`config.mk`:
```
export PLATFORM = sky130hd
export DESIGN_NAME = tpu_front_panel
export DESIGN_NICKNAME = d
export VERILOG_FILES = /design/src/panel_pkg.sv /design/src/panel_press_if.sv /design/src/button_conditioner.sv /design/src/panel_sequencer.sv /design/src/seven_seg_scanner.sv /design/src/tpu_front_panel.sv
export SDC_FILE = /design/constraint.sdc
export NUM_CORES = 1
export LEC_CHECK = 0
export ABC_AREA = 1
export BUFFER_PORTS_ARGS = -buffer_cell sky130_fd_sc_hd__buf_4
export CAP_MARGIN = 20
export CORE_AREA = 5 5 265 267
export CTS_CLUSTER_SIZE = 25
export DETAILED_ROUTE_END_ITERATION = 10
export DIE_AREA = 0 0 270 272
export GPL_TIMING_DRIVEN = 0
export SLEW_MARGIN = 25
export SYNTH_ARGS = -nofsm -noshare
export SYNTH_HDL_FRONTEND = slang
export SYNTH_HIERARCHICAL = 1
export SYNTH_SLANG_ARGS = --single-unit
export TNS_END_PERCENT = 50
```
`constraint.sdc`:
```
create_clock -name clk -period 2.97 [get_ports clk]
set_clock_uncertainty 0.15 [all_clocks]
set_input_delay 0.1485 -clock clk [delete_from_list [all_inputs] [get_ports clk]]
set_output_delay 0.1485 -clock clk [all_outputs]
set_load 0.01 [all_outputs]
```
`src/panel_pkg.sv`:
```
`default_nettype none

package panel_pkg;

    // ==================================================================
    // Store and panel widths
    // ==================================================================
    parameter int INSTR_W      = 32;   // Instruction word
    parameter int INSTR_ADDR_W = 5;    // 32 instruction slots
    parameter int UB_DATA_W    = 256;  // Unified buffer word
    parameter int UB_WR_ADDR_W = 8;
    parameter int UB_RD_ADDR_W = 9;    // MSB is bank select
    parameter int WT_DATA_W    = 64;
    parameter int WT_ADDR_W    = 10;
    parameter int SW_W         = 16;   // Slide switches
    parameter int BTN_W        = 5;

    // Bit positions in the raw button vector
    parameter int BTN_UP     = 4;
    parameter int BTN_DOWN   = 3;
    parameter int BTN_LEFT   = 2;
    parameter int BTN_RIGHT  = 1;
    parameter int BTN_CENTER = 0;

    parameter int SEG_W  = 7;   // A to G, no dp
    parameter int DIGITS = 4;
    parameter int DISP_W = 16;  // One nibble per digit

    // Panel operating modes, code shown on digit 3
    typedef enum logic [2:0] {
        IDLE    = 3'd0,
        INSTR   = 3'd1,
        DATA    = 3'd2,
        WEIGHT  = 3'd3,
        EXECUTE = 3'd4,
        RESULTS = 3'd5
    } mode_t;

    // Active-low segments, bit 0 is A and bit 6 is G
    function automatic logic [SEG_W-1:0] hex_to_seg(input logic [3:0] nib);
        logic [SEG_W-1:0] pattern;
        case (nib)
            4'h0: pattern = 7'b100_0000;
            4'h1: pattern = 7'b111_1001;
            4'h2: pattern = 7'b010_0100;
            4'h3: pattern = 7'b011_0000;
            4'h4: pattern = 7'b001_1001;
            4'h5: pattern = 7'b001_0010;
            4'h6: pattern = 7'b000_0010;
            4'h7: pattern = 7'b111_1000;
            4'h8: pattern = 7'b000_0000;
            4'h9: pattern = 7'b001_0000;
            4'hA: pattern = 7'b000_1000;
            4'hB: pattern = 7'b000_0011;
            4'hC: pattern = 7'b100_0110;
            4'hD: pattern = 7'b010_0001;
            4'hE: pattern = 7'b000_0110;
            default: pattern = 7'b000_1110;  // F
        endcase
        return pattern;
    endfunction

endpackage

`default_nettype wire

```
`src/panel_press_if.sv`:
```
`timescale 1ns/1ps
`default_nettype none

// One-cycle press pulses, conditioner to sequencer
interface panel_press_if;
    logic up;      // Next mode
    logic down;    // Previous mode
    logic left;    // Read address down
    logic right;   // Read address up
    logic center;  // Write / start / reread

    modport src (
        output up, down, left, right, center
    );

    modport dst (
        input up, down, left, right, center
    );
endinterface

`default_nettype wire

```
`src/button_conditioner.sv`:
```
`timescale 1ns/1ps
`default_nettype none

module button_conditioner #(
    parameter int DEBOUNCE_CYCLES = 1048576
) (
    input  logic                        clk,
    input  logic                        rst_n,
    input  logic [panel_pkg::BTN_W-1:0] btn,    // Raw push buttons
    panel_press_if.src                  press
);
    import panel_pkg::*;

    localparam int CNT_W = (DEBOUNCE_CYCLES > 1) ? $clog2(DEBOUNCE_CYCLES) : 1;

    logic [CNT_W-1:0] period_cnt;   // Free running sample timer
    logic             sample_tick;
    logic [BTN_W-1:0] deb;          // Debounced level
    logic [BTN_W-1:0] deb_prev;     // Debounced level, one cycle late
    logic [BTN_W-1:0] pulse;        // Registered rising edges

    assign sample_tick = (period_cnt == CNT_W'(DEBOUNCE_CYCLES - 1));

    // ==================================================================
    // Sample timer and debounced level
    // ==================================================================
    always_ff @(posedge clk or negedge rst_n) begin
        if (!rst_n) begin
            period_cnt <= '0;
            deb        <= '0;
        end else begin
            if (sample_tick) begin
                period_cnt <= '0;
                deb        <= btn;  // Bounce shorter than a period is lost here
            end else begin
                period_cnt <= period_cnt + 1'b1;
            end
        end
    end

    // Edge detect, pulse lands one cycle after deb rises
    always_ff @(posedge clk or negedge rst_n) begin
        if (!rst_n) begin
            deb_prev <= '0;
            pulse    <= '0;
        end else begin
            deb_prev <= deb;
            pulse    <= deb & ~deb_prev;
        end
    end

    assign press.up     = pulse[BTN_UP];
    assign press.down   = pulse[BTN_DOWN];
    assign press.left   = pulse[BTN_LEFT];
    assign press.right  = pulse[BTN_RIGHT];
    assign press.center = pulse[BTN_CENTER];

    // A pulse only follows a held debounced level
    a_pulse_needs_level: assert property (@(posedge clk) disable iff (!rst_n)
        (pulse != '0) |-> ((pulse & ~deb) == '0));

endmodule

`default_nettype wire

```
`src/panel_sequencer.sv`:
```
`timescale 1ns/1ps
`default_nettype none

module panel_sequencer (
    input  logic                               clk,
    input  logic                               rst_n,
    panel_press_if.dst                         press,
    input  logic [panel_pkg::SW_W-1:0]         sw,
    input  logic                               sys_busy,
    input  logic                               vpu_busy,
    input  logic                               ub_busy,
    input  logic [panel_pkg::UB_DATA_W-1:0]    ub_rd_data,
    output logic                               instr_wr_en,
    output logic [panel_pkg::INSTR_ADDR_W-1:0] instr_wr_addr,
    output logic [panel_pkg::INSTR_W-1:0]      instr_wr_data,
    output logic                               ub_wr_en,
    output logic [panel_pkg::UB_WR_ADDR_W-1:0] ub_wr_addr,
    output logic [panel_pkg::UB_DATA_W-1:0]    ub_wr_data,
    output logic                               ub_rd_en,
    output logic [panel_pkg::UB_RD_ADDR_W-1:0] ub_rd_addr,
    output logic                               wt_wr_en,
    output logic [panel_pkg::WT_ADDR_W-1:0]    wt_wr_addr,
    output logic [panel_pkg::WT_DATA_W-1:0]    wt_wr_data,
    output logic                               start_execution,
    output logic [panel_pkg::DISP_W-1:0]       display_value
);
    import panel_pkg::*;

    localparam int LOW_W = DISP_W - 4;  // Digits 2..0

    mode_t                   mode;
    logic [INSTR_ADDR_W-1:0] pc;        // Next instruction slot
    logic [UB_RD_ADDR_W-2:0] rd_addr;   // Bank bit added at the port
    logic                    do_instr;
    logic                    do_data;
    logic                    do_weight;
    logic                    do_start;
    logic                    do_read;
    logic [LOW_W-1:0]        disp_low;
    logic [4:0]              strobes;

    // ==================================================================
    // Centre / arrow decode per mode
    // ==================================================================
    assign do_instr  = press.center && (mode == INSTR);
    assign do_data   = press.center && (mode == DATA);
    assign do_weight = press.center && (mode == WEIGHT);
    assign do_start  = press.center && (mode == EXECUTE);
    assign do_read   = (mode == RESULTS) && (press.left || press.right || press.center);

    always_ff @(posedge clk or negedge rst_n) begin
        if (!rst_n) begin
            mode            <= IDLE;
            pc              <= '0;
            rd_addr         <= '0;
            instr_wr_en     <= 1'b0;
            ub_wr_en        <= 1'b0;
            wt_wr_en        <= 1'b0;
            ub_rd_en        <= 1'b0;
            start_execution <= 1'b0;
        end else begin
            if (press.up) begin  // Up wins over down
                mode <= (mode == RESULTS) ? IDLE : mode_t'(mode + 3'd1);
            end else if (press.down) begin
                mode <= (mode == IDLE) ? RESULTS : mode_t'(mode - 3'd1);
            end

            if (do_instr) begin
                pc <= pc + 1'b1;  // Wraps after 32 slots
            end

            if (mode == RESULTS) begin
                if (press.left) begin
                    rd_addr <= rd_addr - 1'b1;
                end else if (press.right) begin
                    rd_addr <= rd_addr + 1'b1;
                end
            end

            // Single-cycle strobes
            instr_wr_en     <= do_instr;
            ub_wr_en        <= do_data;
            wt_wr_en        <= do_weight;
            ub_rd_en        <= do_read;
            start_execution <= do_start;
        end
    end

    // Write payloads, captured alongside their strobe
    always_ff @(posedge clk) begin
        if (do_instr) begin
            instr_wr_addr <= pc;
            instr_wr_data <= INSTR_W'({sw, 2'b00});
        end
        if (do_data) begin
            ub_wr_addr <= sw[SW_W-1 -: UB_WR_ADDR_W];  // sw[15:8]
            ub_wr_data <= UB_DATA_W'(sw);
        end
        if (do_weight) begin
            wt_wr_addr <= sw[SW_W-1 -: WT_ADDR_W];     // sw[15:6]
            wt_wr_data <= WT_DATA_W'(sw);
        end
    end

    assign ub_rd_addr = {1'b0, rd_addr};  // Already holds the new address

    // ==================================================================
    // Display value, digit 3 is always the mode
    // ==================================================================
    always_comb begin
        case (mode)
            IDLE:    disp_low = LOW_W'(pc);
            INSTR:   disp_low = LOW_W'(sw[15:12]);          // Opcode nibble
            DATA:    disp_low = sw[11:0];
            WEIGHT:  disp_low = LOW_W'(sw[7:0]);
            EXECUTE: disp_low = {8'h00, sys_busy, vpu_busy, ub_busy, 1'b0};
            RESULTS: disp_low = LOW_W'(ub_rd_data[3:0]);
            default: disp_low = '0;
        endcase
    end

    assign display_value = {1'b0, mode, disp_low};

    assign strobes = {instr_wr_en, ub_wr_en, wt_wr_en, ub_rd_en, start_execution};

    a_one_strobe: assert property (@(posedge clk) disable iff (!rst_n)
        $onehot0(strobes));

    // Press pulses never arrive back to back
    a_strobe_single: assert property (@(posedge clk) disable iff (!rst_n)
        (strobes != '0) |=> (strobes == '0));

endmodule

`default_nettype wire

```
`src/seven_seg_scanner.sv`:
```
`timescale 1ns/1ps
`default_nettype none

module seven_seg_scanner #(
    parameter int REFRESH_CYCLES = 100000
) (
    input  logic                         clk,
    input  logic                         rst_n,
    input  logic [panel_pkg::DISP_W-1:0] display_value,
    output logic [panel_pkg::SEG_W-1:0]  seg,            // Active low
    output logic [panel_pkg::DIGITS-1:0] an              // Active low
);
    import panel_pkg::*;

    localparam int CNT_W = (REFRESH_CYCLES > 1) ? $clog2(REFRESH_CYCLES) : 1;
    localparam int SEL_W = $clog2(DIGITS);

    logic [CNT_W-1:0] refresh_cnt;
    logic [SEL_W-1:0] digit_sel;   // 0 is rightmost digit
    logic [3:0]       nibble;

    // ==================================================================
    // Refresh timer and digit rotation
    // ==================================================================
    always_ff @(posedge clk or negedge rst_n) begin
        if (!rst_n) begin
            refresh_cnt <= '0;
            digit_sel   <= '0;
        end else begin
            if (refresh_cnt == CNT_W'(REFRESH_CYCLES - 1)) begin
                refresh_cnt <= '0;
                // 0, 1, 2, 3, back to 0
                if (digit_sel == SEL_W'(DIGITS - 1)) begin
                    digit_sel <= '0;
                end else begin
                    digit_sel <= digit_sel + 1'b1;
                end
            end else begin
                refresh_cnt <= refresh_cnt + 1'b1;
            end
        end
    end

    // Selected nibble straight to segments, same cycle
    assign nibble = display_value[{digit_sel, 2'b00} +: 4];
    assign seg    = hex_to_seg(nibble);
    assign an     = ~(DIGITS'(1) << digit_sel);  // One anode low

    a_an_onehot_low: assert property (@(posedge clk) disable iff (!rst_n)
        $onehot(~an));

endmodule

`default_nettype wire

```
`src/tpu_front_panel.sv`:
```
`timescale 1ns/1ps
`default_nettype none

module tpu_front_panel #(
    parameter int DEBOUNCE_CYCLES = 1048576,  // ~10 ms at 100 MHz
    parameter int REFRESH_CYCLES  = 100000    // 1 ms per digit
) (
    input  logic                               clk,
    input  logic                               rst_n,
    input  logic [panel_pkg::SW_W-1:0]         sw,
    input  logic [panel_pkg::BTN_W-1:0]        btn,        // U, D, L, R, C
    input  logic                               sys_busy,
    input  logic                               vpu_busy,
    input  logic                               ub_busy,
    input  logic [panel_pkg::UB_DATA_W-1:0]    ub_rd_data,
    output logic [panel_pkg::SEG_W-1:0]        seg,
    output logic [panel_pkg::DIGITS-1:0]       an,
    output logic                               instr_wr_en,
    output logic [panel_pkg::INSTR_ADDR_W-1:0] instr_wr_addr,
    output logic [panel_pkg::INSTR_W-1:0]      instr_wr_data,
    output logic                               ub_wr_en,
    output logic [panel_pkg::UB_WR_ADDR_W-1:0] ub_wr_addr,
    output logic [panel_pkg::UB_DATA_W-1:0]    ub_wr_data,
    output logic                               ub_rd_en,
    output logic [panel_pkg::UB_RD_ADDR_W-1:0] ub_rd_addr,
    output logic                               wt_wr_en,
    output logic [panel_pkg::WT_ADDR_W-1:0]    wt_wr_addr,
    output logic [panel_pkg::WT_DATA_W-1:0]    wt_wr_data,
    output logic                               start_execution
);
    import panel_pkg::*;

    logic [DISP_W-1:0] display_value;  // Sequencer to scanner

    panel_press_if press_bus ();

    button_conditioner #(
        .DEBOUNCE_CYCLES (DEBOUNCE_CYCLES)
    ) u_conditioner (
        .clk   (clk),
        .rst_n (rst_n),
        .btn   (btn),
        .press (press_bus.src)
    );

    panel_sequencer u_sequencer (
        .clk             (clk),
        .rst_n           (rst_n),
        .press           (press_bus.dst),
        .sw              (sw),
        .sys_busy        (sys_busy),
        .vpu_busy        (vpu_busy),
        .ub_busy         (ub_busy),
        .ub_rd_data      (ub_rd_data),
        .instr_wr_en     (instr_wr_en),
        .instr_wr_addr   (instr_wr_addr),
        .instr_wr_data   (instr_wr_data),
        .ub_wr_en        (ub_wr_en),
        .ub_wr_addr      (ub_wr_addr),
        .ub_wr_data      (ub_wr_data),
        .ub_rd_en        (ub_rd_en),
        .ub_rd_addr      (ub_rd_addr),
        .wt_wr_en        (wt_wr_en),
        .wt_wr_addr      (wt_wr_addr),
        .wt_wr_data      (wt_wr_data),
        .start_execution (start_execution),
        .display_value   (display_value)
    );

    seven_seg_scanner #(
        .REFRESH_CYCLES (REFRESH_CYCLES)
    ) u_scanner (
        .clk           (clk),
        .rst_n         (rst_n),
        .display_value (display_value),
        .seg           (seg),
        .an            (an)
    );

endmodule

`default_nettype wire

```
==> results.cfg <==
[floorplan]
ios = 682
core_sq_um = 67870
die_x_microns = 270
rows = 96
die_h_microns = 272
dieArea_sq_um = 73440
initial_core_util_pct = 12.64

[sta]
setup_viol = 0
hold_violations = 0
max_freq_mhz = 348.5
setup_slack_ns = 0.1009
fin_crit_sh_pct = 96.60
slew_viol_final = 0
whs_ns = 0.1957
worst_slew_pin_slew_ns = 0.8175
maxSlewHeadroom_pct = 45.44
timing.final.crit_period_ns = 2.869

[routing]
wirelength_microns = 20740
ant_nets = 0
vias = 6470
drt_first_pass_iters = 6
post_drt_wl_per_cell_microns = 8.819
viasPerCell = 2.751
drc_errors = 0
drt_iter0_markers = 219

[synthesis]
synth_edf_count = 53
yosys_warnings = 6
avgSynthCellArea_sq_um = 8.761
yosysUniqueCellTypes = 37
ys_dominant_reg_cell = dfrtp_1
synthArstFlopShare_pct = 58.59
netlist_instances = 979
ys_ff_latch = 128
synth.area.top_cells = buf_4, dfrtp_1, edfxtp_1
synth_area_sq_um = 8577
post-synth-top-area-cell = buf_4
seq_area_frac_synth_pct = 40.44
yosys.area.top_type_share_pct = 28.36

[critical_path]
r2r_end = u_sequencer/wt_wr_addr[5]$_DFFE_PP_
cpMaxStageDelayCell = dfrtp_2
arrival_ns = 2.57
ff2ff_setup_slack_ns = 1.00
cpPeakStageDelay_ns = 0.46
cp_cell_sequence = nand2_2 > inv_2 > ha_2 > inv_2 > nand2_4 > nand2_2 > o2111ai_2 > nand2_1 > nand2_1 > nand2_2 > nand2_4 > ha_4 > nand3_2 > nand2_1 > nand2_1 > nand2_1 > buf_4
cp-start-kind = flip-flop
cpMostUsedCell = nand2_1
cp_max_fo = 6
crit_path_end_kind = output pin
reg2regPathDepth = 5
required_ns = 2.67
criticalPathCategory = reg2out
r2r_start = u_sequencer/mode[0]$_DFFE_PN0P_

[global_route]
grt-ovfl-total = 0
grt_util_all_layers_pct = 5.416
grt_max_degree = 76
antenna_found_initial = 1
grt_pass1_vias = 6591
grt_pass1_wl_microns = 32820

[layout]
final.fill_count = 7486
utilization_pct = 18.86
layout-area-overhead-vs-synth_pct = 49.23
nNetsFinal = 1761
design_area_sq_um = 12800
diodes = 0
drive_gt1_share_pct = 38.23

[min_path]
hp-class = in2async

[run]
drv_cap = 0

[clock_tree]
clk_pin_slew_ns = 0.05
cts_sinks = 128
cts_buffers = 17
clockBufferDepth = 2
clockRootBuffer = clkbuf_16
h-tree-depth = 4
clk_latency_ns = 0.42
cts_tree = built

[power]
cellPowerDensity_nw_per_um2 = 343.3
irDropWorstVdd_mv = 0.2883
p_leak_nw = 6.813

[placed_design]
dpl_cell_area_sq_um = 11760
io_buffer_count = 124
gp_congestion = 0.7979
pre_cts_slack_ns = 0.08864
hpwl_microns = 16590

[status]
status = finished clean
==> worst max-delay path: cells and delay by family (launching register included) <==
family / cells / cell delay [ns]
AOI/OAI and AO/OA: 1 / 0.15
and+or+nand+nor: 11 / 0.89
DFF: 1 / 0.46
adders and majority gates: 2 / 0.38
buffers and inverters: 3 / 0.25
==> worst max-delay path by stage <==
stage / startpoint / slack, ns / cells after the start / end
final: u_sequencer/mode[0]$_DFFE_PN0P_ / 0.10 / 17 / seg[0]
after global routing: u_sequencer/mode[2]$_DFFE_PN0P_ / -0.02 / 17 / seg[5]
after CTS: u_sequencer/mode[0]$_DFFE_PN0P_ / 0.01 / 15 / seg[3]
after detailed placement: u_sequencer/mode[0]$_DFFE_PN0P_ / 0.09 / 17 / seg[5]
after global placement: u_sequencer/mode[0]$_DFFE_PN0P_ / 0.09 / 17 / seg[5]
after floorplan: u_sequencer/mode[0]$_DFFE_PN0P_ / 0.69 / 16 / seg[5]
==> per-stage QoR <==
stage	std cells	TNS [ns]	total power, mW
after floorplan	1284	0	2.384
after global placement	2290	0	2.476
after detailed placement	2290	0	2.478
after CTS	2346	0	4.406
after global routing	2352	-0.08167	4.594
final	2352	0	4.395
==> synth_stat cells (2+ instances only) <==
library cell and count:
dfrtp_1 75, inv_4 2, o21ai_0 7, nand2_1 182
xor2_1 23, xnor2_1 6, buf_4 324, nor2_1 82
nand3_2 5, ha_1 21, o21bai_1 2, nand2_2 4
buf_6 2, nand3_1 50, edfxtp_1 53, or2_2 2
nor2_2 4, inv_1 79, o21ai_1 4, inv_2 7
nor2_4 3, a21oi_1 11, nor3_1 5, nand4_1 4
nand2_4 5, nand3b_1 5, o21ai_2 2
==> report_power, final <==
part | switching, mW | internal (mW)
combinational | 0.331 | 0.337
sequential | 0 | 1.84
clock | 0.788 | 1.09
total | 1.12 | 3.28
==> repair_timing <==
| item | 4_1_cts | 5_1_grt |
|---|---|---|
| buffers inserted | 2 | 6 |
| pin swaps | 1 | 18 |
| hold buffers | 22 | 0 |
| hold endpoints to repair | 128 | 0 |
| resized for setup | 16 | 39 |
| setup endpoints to repair | 7 | 7 |
==> registers in the layout (all words and copies together), names as in the netlist, 6 cells and up <==
register                   cells
u_sequencer/rd_addr            8
u_sequencer/ub_wr_addr         8
u_conditioner/period_cnt      20
u_sequencer/wt_wr_addr        10
u_sequencer/instr_wr_data     16
u_scanner/refresh_cnt         17
u_sequencer/wt_wr_data         6
u_sequencer/ub_wr_data         8
==> metal layers <==
layer	wire [microns]	vias up	global-route usage (%)
li1	-	3379	-
met1	8817	2769	6.315
met2	10020	301	9.319
met3	1596	19	1.903
met4	292	2	1.761
met5	13	-	0
==> cells by family (layout without fill, tap and decap cells) <==
family	Yosys count	in the layout	synth area share (%)
xor gates and xnor gates	29	29	2.961
and+or+nand+nor	355	355	18.58
other	1	306	0.04372
DFF	128	128	40.44
adders and majority gates	22	22	3.297
AOI/OAI and AO/OA	29	29	2.042
buffers and inverters	415	601	32.63
==> cell usage in the layout, fill, tap and decap left out, drive strengths merged, types with 11 or more instances in the layout <==
master         n
dlygate4sd3   22
a21oi         11
clkbuf        21
ha            21
edfxtp        53
inv           92
o21ai         14
nand2        191
xor2          23
nand3         56
conb         306
buf          458
nor2          90
dfrtp         75
==> final cells by class <==
class                      count  area (sq um)  share of cell area (%)
buffer                       326          2455                   19.18
clock buffer                  21         450.4                   3.519
clock inverter                11         82.58                  0.6452
inverter                      89         354.1                   2.766
multi-input combinational    741          3660                   28.59
sequential                   128          3472                   27.13
tap                          882          1104                   8.622
timing repair buffer         154          1222                   9.550
Power figures use the tool's default switching activity.
